`config.mk`:
```
export PLATFORM = sky130hd
export DESIGN_NAME = tag_chain_top
export DESIGN_NICKNAME = d
export VERILOG_FILES = /design/src/verilog/tag_bus_pkg.sv /design/src/verilog/tag_replay_pkg.sv /design/src/verilog/tag_chain_top.sv /design/src/verilog/tag_client.sv /design/src/verilog/tag_cmd_receiver.sv /design/src/verilog/tag_trace_replay.sv
export VERILOG_INCLUDE_DIRS = /design/src /design/src/verilog
export SDC_FILE = /design/constraint.sdc
export NUM_CORES = 1
export LEC_CHECK = 0
export ABC_AREA = 1
export BUFFER_PORTS_ARGS = -buffer_cell sky130_fd_sc_hd__buf_2
export CAP_MARGIN = 20
export CORE_MARGIN = 1.5
export CORE_UTILIZATION = 57
export DETAILED_ROUTE_END_ITERATION = 16
export PLACE_DENSITY = 0.79
export REMOVE_ABC_BUFFERS = 1
export SLEW_MARGIN = 20
export SYNTH_ARGS = -nofsm -noshare
export SYNTH_HDL_FRONTEND = slang
export SYNTH_SLANG_ARGS = --single-unit
```
`constraint.sdc`:
```
create_clock -name clk_i -period 1.8 [get_ports clk_i]
set_input_delay 0.45 -clock clk_i [delete_from_list [all_inputs] [get_ports clk_i]]
set_output_delay 0.45 -clock clk_i [all_outputs]
set_load 0.02 [all_outputs]
```
`src/verilog/tag_consts.svh`:
```
`ifndef TAG_CONSTS_SVH
`define TAG_CONSTS_SVH

////////////////////////////////////////////////////////////////////////////
// Tag chain sizing
////////////////////////////////////////////////////////////////////////////

// Clients on the serial tag line
`define TAG_NUM_CLIENTS 4

// Client address width, enough for TAG_NUM_CLIENTS
`define TAG_ID_WIDTH 2

// Configuration register width
`define TAG_PAYLOAD_WIDTH 8

// Start bit, id bits, opcode bit and payload bits
`define TAG_FRAME_LEN (1 + `TAG_ID_WIDTH + 1 + `TAG_PAYLOAD_WIDTH)

`endif

```
`src/verilog/tag_bus_pkg.sv`:
```
`include "tag_consts.svh"

package tag_bus_pkg;

  ////////////////////////////////////////////////////////////////////////////
  // Host command format
  ////////////////////////////////////////////////////////////////////////////

  // Host level opcodes
  // Only WRITE and CLEAR reach the serial line, DONE stays in the engine
  typedef enum logic [1:0]
  {
    TAG_OP_WRITE = 2'd0,
    TAG_OP_CLEAR = 2'd1,
    TAG_OP_DONE  = 2'd2
  } tag_op_e;

  // One configuration command as handed over by the host
  typedef struct packed
  {
    tag_op_e                        op;
    logic [`TAG_ID_WIDTH-1:0]       id;
    logic [`TAG_PAYLOAD_WIDTH-1:0]  payload;
  } tag_cmd_s;

endpackage

```
`src/verilog/tag_replay_pkg.sv`:
```
`include "tag_consts.svh"

package tag_replay_pkg;

  ////////////////////////////////////////////////////////////////////////////
  // Replay engine internals
  ////////////////////////////////////////////////////////////////////////////

  // Engine FSM
  // DONE is sticky until reset
  typedef enum logic [1:0]
  {
    REPLAY_IDLE = 2'd0,
    REPLAY_SEND = 2'd1,
    REPLAY_DONE = 2'd2
  } replay_state_e;

  // Bit position inside a serial frame, shared with the clients
  typedef logic [$clog2(`TAG_FRAME_LEN)-1:0] frame_pos_t;

endpackage

```
`src/verilog/tag_chain_top.sv`:
```
`timescale 1ns/1ns

`include "tag_consts.svh"

module tag_chain_top
(
  input  logic                                                  clk_i,
  input  logic                                                  rst_n_i,
  input  logic                                                  cmd_req_i,
  input  tag_bus_pkg::tag_cmd_s                                 cmd_i,
  output logic                                                  cmd_ack_o,
  output logic                                                  tag_en_o,
  output logic                                                  tag_data_o,
  output logic [`TAG_NUM_CLIENTS-1:0][`TAG_PAYLOAD_WIDTH-1:0]   config_o,
  output logic [`TAG_NUM_CLIENTS-1:0]                           updated_o,
  output logic                                                  done_o
);

  import tag_bus_pkg::*;

  logic     buf_valid;
  tag_cmd_s buf_cmd;
  logic     buf_take;
  logic     tag_en;
  logic     tag_data;

  tag_cmd_receiver i_tag_cmd_receiver
  (
    .clk_i       (clk_i),
    .rst_n_i     (rst_n_i),
    .cmd_req_i   (cmd_req_i),
    .cmd_i       (cmd_i),
    .cmd_ack_o   (cmd_ack_o),
    .buf_valid_o (buf_valid),
    .buf_cmd_o   (buf_cmd),
    .buf_take_i  (buf_take)
  );

  tag_trace_replay i_tag_trace_replay
  (
    .clk_i       (clk_i),
    .rst_n_i     (rst_n_i),
    .buf_valid_i (buf_valid),
    .buf_cmd_i   (buf_cmd),
    .buf_take_o  (buf_take),
    .tag_en_o    (tag_en),
    .tag_data_o  (tag_data),
    .done_o      (done_o)
  );

  // All clients share the line, each answers to its own index
  for (genvar i = 0; i < `TAG_NUM_CLIENTS; i++)
  begin : g_client
    tag_client #(.client_id_p(`TAG_ID_WIDTH'(i))) i_tag_client
    (
      .clk_i      (clk_i),
      .rst_n_i    (rst_n_i),
      .tag_en_i   (tag_en),
      .tag_data_i (tag_data),
      .config_o   (config_o[i]),
      .updated_o  (updated_o[i])
    );
  end

  assign tag_en_o   = tag_en;
  assign tag_data_o = tag_data;

endmodule

```
`src/verilog/tag_client.sv`:
```
`timescale 1ns/1ns

`include "tag_consts.svh"

module tag_client
#(
  parameter logic [`TAG_ID_WIDTH-1:0] client_id_p = '0
)
(
  input  logic                          clk_i,
  input  logic                          rst_n_i,
  input  logic                          tag_en_i,
  input  logic                          tag_data_i,
  output logic [`TAG_PAYLOAD_WIDTH-1:0] config_o,
  output logic                          updated_o
);

  import tag_replay_pkg::*;

  localparam frame_pos_t last_pos_lp = frame_pos_t'(`TAG_FRAME_LEN - 1);
  localparam int op_idx_lp = 1 + `TAG_ID_WIDTH;

  frame_pos_t                     pos_r;
  logic [`TAG_FRAME_LEN-2:0]      shift_r;
  logic [`TAG_FRAME_LEN-1:0]      frame_w;
  logic                           frame_done;
  logic                           hit;
  logic [`TAG_PAYLOAD_WIDTH-1:0]  config_r;
  logic                           updated_r;

  // Earlier bits plus the bit on the line now, start bit at index 0
  assign frame_w    = {tag_data_i, shift_r};
  assign frame_done = tag_en_i && (pos_r == last_pos_lp);

  // Valid start bit and our own address
  assign hit = frame_w[0] && (frame_w[`TAG_ID_WIDTH:1] == client_id_p);

  always_ff @(posedge clk_i)
  begin
    if (tag_en_i)
      shift_r <= {tag_data_i, shift_r[`TAG_FRAME_LEN-2:1]};
  end

  always_ff @(posedge clk_i or negedge rst_n_i)
  begin
    if (!rst_n_i)
    begin
      pos_r     <= '0;
      config_r  <= '0;
      updated_r <= 1'b0;
    end
    else
    begin
      if (!tag_en_i || frame_done)
        pos_r <= '0;
      else
        pos_r <= pos_r + 1'b1;

      // Register and pulse show up the cycle after the last bit
      updated_r <= frame_done && hit;
      if (frame_done && hit)
      begin
        if (frame_w[op_idx_lp])
          config_r <= '0;
        else
          config_r <= frame_w[`TAG_FRAME_LEN-1:op_idx_lp+1];
      end
    end
  end

  assign config_o  = config_r;
  assign updated_o = updated_r;

  a_upd_pulse: assert property (@(posedge clk_i) disable iff (!rst_n_i)
    updated_o |=> !updated_o);

endmodule

```
`src/verilog/tag_cmd_receiver.sv`:
```
`timescale 1ns/1ns

module tag_cmd_receiver
(
  input  logic                  clk_i,
  input  logic                  rst_n_i,
  input  logic                  cmd_req_i,
  input  tag_bus_pkg::tag_cmd_s cmd_i,
  output logic                  cmd_ack_o,
  output logic                  buf_valid_o,
  output tag_bus_pkg::tag_cmd_s buf_cmd_o,
  input  logic                  buf_take_i
);

  import tag_bus_pkg::*;

  logic     ack_r;
  logic     valid_r;
  tag_cmd_s cmd_r;
  logic     capture;

  // New request, previous handshake closed and room in the buffer
  // A full buffer holds the host off by withholding the ack
  assign capture = cmd_req_i && !ack_r && !valid_r;

  always_ff @(posedge clk_i or negedge rst_n_i)
  begin
    if (!rst_n_i)
    begin
      ack_r   <= 1'b0;
      valid_r <= 1'b0;
    end
    else
    begin
      if (capture)
        ack_r <= 1'b1;
      else if (!cmd_req_i)
        ack_r <= 1'b0;

      if (capture)
        valid_r <= 1'b1;
      else if (buf_take_i)
        valid_r <= 1'b0;
    end
  end

  always_ff @(posedge clk_i)
  begin
    if (capture)
      cmd_r <= cmd_i;
  end

  assign cmd_ack_o   = ack_r;
  assign buf_valid_o = valid_r;
  assign buf_cmd_o   = cmd_r;

  // Ack only drops once the host has released its request
  a_ack_fall: assert property (@(posedge clk_i) disable iff (!rst_n_i)
    $fell(cmd_ack_o) |-> $past(!cmd_req_i));

endmodule

```
`src/verilog/tag_trace_replay.sv`:
```
`timescale 1ns/1ns

`include "tag_consts.svh"

module tag_trace_replay
(
  input  logic                  clk_i,
  input  logic                  rst_n_i,
  input  logic                  buf_valid_i,
  input  tag_bus_pkg::tag_cmd_s buf_cmd_i,
  output logic                  buf_take_o,
  output logic                  tag_en_o,
  output logic                  tag_data_o,
  output logic                  done_o
);

  import tag_bus_pkg::*;
  import tag_replay_pkg::*;

  localparam frame_pos_t last_pos_lp = frame_pos_t'(`TAG_FRAME_LEN - 1);

  replay_state_e              state_r;
  frame_pos_t                 pos_r;
  logic                       tag_en_r;
  logic [`TAG_FRAME_LEN-1:0]  frame_r;
  logic [`TAG_FRAME_LEN-1:0]  frame_next;
  logic                       op_bit;
  logic                       load;

  ////////////////////////////////////////////////////////////////////////////
  // Command intake
  ////////////////////////////////////////////////////////////////////////////

  // Commands are taken whenever no frame is on the line
  // In DONE they are swallowed so the host handshake keeps moving
  assign buf_take_o = buf_valid_i && (state_r != REPLAY_SEND);

  assign load = buf_take_o && (state_r == REPLAY_IDLE) && (buf_cmd_i.op != TAG_OP_DONE);

  // Opcode bit on the line is 0 for write and 1 for clear
  assign op_bit = (buf_cmd_i.op == TAG_OP_CLEAR);

  // LSB goes out first with start, id, opcode and payload in that order
  assign frame_next = {buf_cmd_i.payload, op_bit, buf_cmd_i.id, 1'b1};

  ////////////////////////////////////////////////////////////////////////////
  // FSM and bit counter
  ////////////////////////////////////////////////////////////////////////////

  always_ff @(posedge clk_i or negedge rst_n_i)
  begin
    if (!rst_n_i)
    begin
      state_r  <= REPLAY_IDLE;
      pos_r    <= '0;
      tag_en_r <= 1'b0;
    end
    else
    begin
      case (state_r)
        REPLAY_IDLE:
        begin
          if (buf_take_o)
          begin
            if (buf_cmd_i.op == TAG_OP_DONE)
              state_r <= REPLAY_DONE;
            else
            begin
              state_r  <= REPLAY_SEND;
              pos_r    <= '0;
              tag_en_r <= 1'b1;
            end
          end
        end
        REPLAY_SEND:
        begin
          if (pos_r == last_pos_lp)
          begin
            state_r  <= REPLAY_IDLE;
            tag_en_r <= 1'b0;
          end
          else
            pos_r <= pos_r + 1'b1;
        end
        REPLAY_DONE:
          state_r <= REPLAY_DONE;
        default:
          state_r <= REPLAY_IDLE;
      endcase
    end
  end

  // Frame shifter with bit 0 on the line
  always_ff @(posedge clk_i)
  begin
    if (load)
      frame_r <= frame_next;
    else if (tag_en_r)
      frame_r <= frame_r >> 1;
  end

  assign tag_en_o   = tag_en_r;
  // Line idles low between frames
  assign tag_data_o = tag_en_r & frame_r[0];
  assign done_o     = (state_r == REPLAY_DONE);

  a_en_in_send: assert property (@(posedge clk_i) disable iff (!rst_n_i)
    tag_en_o |-> (state_r == REPLAY_SEND));

  // The receiver must empty its buffer on the take
  a_take_valid: assert property (@(posedge clk_i) disable iff (!rst_n_i)
    buf_take_o |=> !buf_valid_i);

endmodule
```
==> impl_metrics.yaml <==
drt:
  drt-pass1-iter-count: 4
  ant_nets: 0
  first_iter_violations: 220
  wl_per_cell_um: 12.34
  routed_wl_um: 6699
  vias: 2674
  drc: 0
  via_per_inst: 4.924
yosys:
  yosysTopAreaCell: "dfrtp_1"
  synth-seq-area-share_pct: 64.39
  synth_area_per_cell_um2: 10.47
  ys_top_cells_by_area: "dfrtp_1, edfxtp_1, nand2_1"
  synth_edf_count: 34
  syn_inst: 381
  yosysTopAreaCellShare_pct: 38.28
  synthesis.area_mm2: 0.003988
  yosys_warnings: 0
  ys.flop_type: "dfrtp_1"
  synth_seq_cells: 96
  synthArstFlopShare_pct: 63.54
  synth.distinct_cells: 26
global_routing:
  grt_pass1_wl_um: 11370
  grt-ovfl-total: 0
  grt_antenna_before_repair: 0
  grt_usage_pct: 19.78
  grt_max_degree: 62
  grt_pass1_vias: 2517
clock_network:
  h-tree-depth: 3
  ctsRootBufferMaster: "clkbuf_8"
  path_clk_slew_ns: 0.09
  clock_latency_ns: 0.36
  tritoncts: "built"
  clock-sinks: 96
  ctsResizeCount: 0
  hold_buffers: 0
  post_cts_buffers: 0
  numCtsBuffers: 9
  clk_path_buf_depth: 2
power:
  power_mw: 7.513
  vdd_drop_max_v: 0.0008321
  p_per_area_mw_per_mm2: 1651
  p_leak_nw: 2.489
critical_path:
  worstRegToRegCells: 7
  critPathKind: "flop to primary output"
  regToRegEndpoint: "i_tag_trace_replay.frame_r[3]"
  worstReg2RegStart: "i_tag_cmd_receiver.buf_cmd_o[10]"
  start_kind: "flop"
  cp-end-kind: "primary output"
  required_ns: 1.35
  crit_fanout: 7
  arrival_ns: 1.15
  rrSetupSlack_ns: 0.35
sta:
  setup_violations: 0
  hold_viol: 0
  period_share_pct: 88.78
  setup_ws_ns: 0.2019
  tightest_slew_ns: 0.4785
  maxSlewHeadroom_pct: 67.98
  period_needed_ns: 1.598
  max_freq_mhz: 625.7
  holdWs_ns: 0.06437
  rsz0062_at_grt: "false"
  slew_viol_final: 0
  fin_skew_ns: 0.01015
die:
  chipHeight_um: 86.64
  die_width_um: 86.64
  core_mm2: 0.006794
  start_util_pct: 58.69
  ioPinCount: 55
  fp-row-count: 30
  dieArea_mm2: 0.007506
placed_design:
  place_ws_ns: 0.3615
  postPlaceCellArea_mm2: 0.004355
  gp_congestion: 0.8233
  dp_hpwl_um: 4758
  port_buffers: 54
layout:
  fin_nets: 462
  drive_gt1_share_pct: 21.70
  layout_common_cells: "nand2_1, dfrtp_1, nand3_1, buf_2"
  design_area_mm2: 0.004551
  syn_to_final_growth_pct: 14.12
  diodes: 0
  final_common_cell: "nand2_1"
run_status:
  outcome: "complete, no violations"
worst_hold_path:
  hold_class: "primary input to asynchronous set/reset pin"
flow_run:
  cap_violations: 0
-- cells by family (layout without fill, tap and decap cells) --
| kind of cell | Yosys count | after routing | synth area share [%] |
|---|---|---|---|
| AO/OA/AOI/OAI | 8 | 8 | 1.161 |
| buffers and inverters | 48 | 114 | 5.491 |
| adder cells (fa/ha/maj) | 5 | 5 | 1.569 |
| AND/OR/NAND/NOR | 220 | 220 | 26.51 |
| flip-flops | 96 | 96 | 64.39 |
| XOR/XNOR | 4 | 4 | 0.8785 |
-- through the flow --
| step | utilization [%] | std cells | setup TNS (ns) |
|---|---|---|---|
| after floorplan | - | 372 | -0.7063 |
| after global placement | 64.11 | 527 | 0 |
| after detailed placement | 64.11 | 527 | 0 |
| after CTS | 66.98 | 543 | 0 |
| after global routing | 66.98 | 543 | 0 |
| final | 66.98 | 543 | 0 |
-- final cells by class --
cell class                      count  area (um2)
Clock inverter                      7       71.32
Tap cell                           96       120.1
Sequential cell                    96        2567
Inverter                           39       146.4
Multi-Input combinational cell    237        1201
Timing Repair Buffer               59       320.3
Clock buffer                        9       123.9
Fill cell                         517        2243
-- report_power, final --
part | switching (mW) | internal (mW) | total (mW)
clock | 0.730 | 0.642 | 1.37
combinational | 1.72 | 0.818 | 2.53
sequential | 0.458 | 3.15 | 3.61
-- worst max path at each step --
stage	slack, ns	endpoint	startpoint
2_1_floorplan	-0.06	i_tag_trace_replay.frame_r[10]	i_tag_trace_replay.tag_en_o
5_1_grt	0.15	tag_en_o	i_tag_trace_replay.tag_en_o
6_report	0.20	tag_en_o	i_tag_trace_replay.tag_en_o
3_3_place_gp	0.44	i_tag_trace_replay.frame_r[9]	i_tag_cmd_receiver.buf_cmd_o[10]
3_5_place_dp	0.36	i_tag_trace_replay.frame_r[8]	i_tag_cmd_receiver.buf_cmd_o[10]
4_1_cts	0.18	tag_en_o	i_tag_trace_replay.tag_en_o
-- layer usage --
layer / up-vias / track usage [%] / part of all wire, %
met4: 0 / 8.358 / 1.4
li1: 1347 / - / -
met3: 10 / 3.429 / 3.7
met1: 1255 / 25.39 / 45
met2: 62 / 33.38 / 50
met5: - / 0 / 0
-- worst max-delay path, stage by stage, from the launching register on --
cell and delay (ns):
dfrtp_1 0.39, buf_4 0.21, buf_2 0.19
-- sequential cells by signal, summed over array words and instances, names as in the netlist --
| signal | flops |
|---|---|
| i_tag_trace_replay.tag_en_o | 1 |
| i_tag_trace_replay.state_r | 2 |
| g_client.i_tag_client.pos_r | 16 |
| g_client.i_tag_client.shift_r | 11 |
| i_tag_cmd_receiver.cmd_ack_o | 1 |
| i_tag_trace_replay.pos_r | 4 |
| g_client.i_tag_client.config_o | 32 |
| i_tag_cmd_receiver.buf_valid_o | 1 |
| g_client.i_tag_client.updated_o | 4 |
| i_tag_trace_replay.frame_r | 12 |
| i_tag_cmd_receiver.buf_cmd_o | 12 |
-- cell usage after synthesis, types with 5 or more instances --
| master | count |
|---|---|
| nand2_1 | 108 |
| ha_1 | 5 |
| dfrtp_1 | 61 |
| edfxtp_1 | 34 |
| a21oi_1 | 5 |
| inv_1 | 34 |
| nand2_2 | 8 |
| nor2_1 | 29 |
| nand3_1 | 60 |
Note: power is estimated with default switching activity, not from simulation.
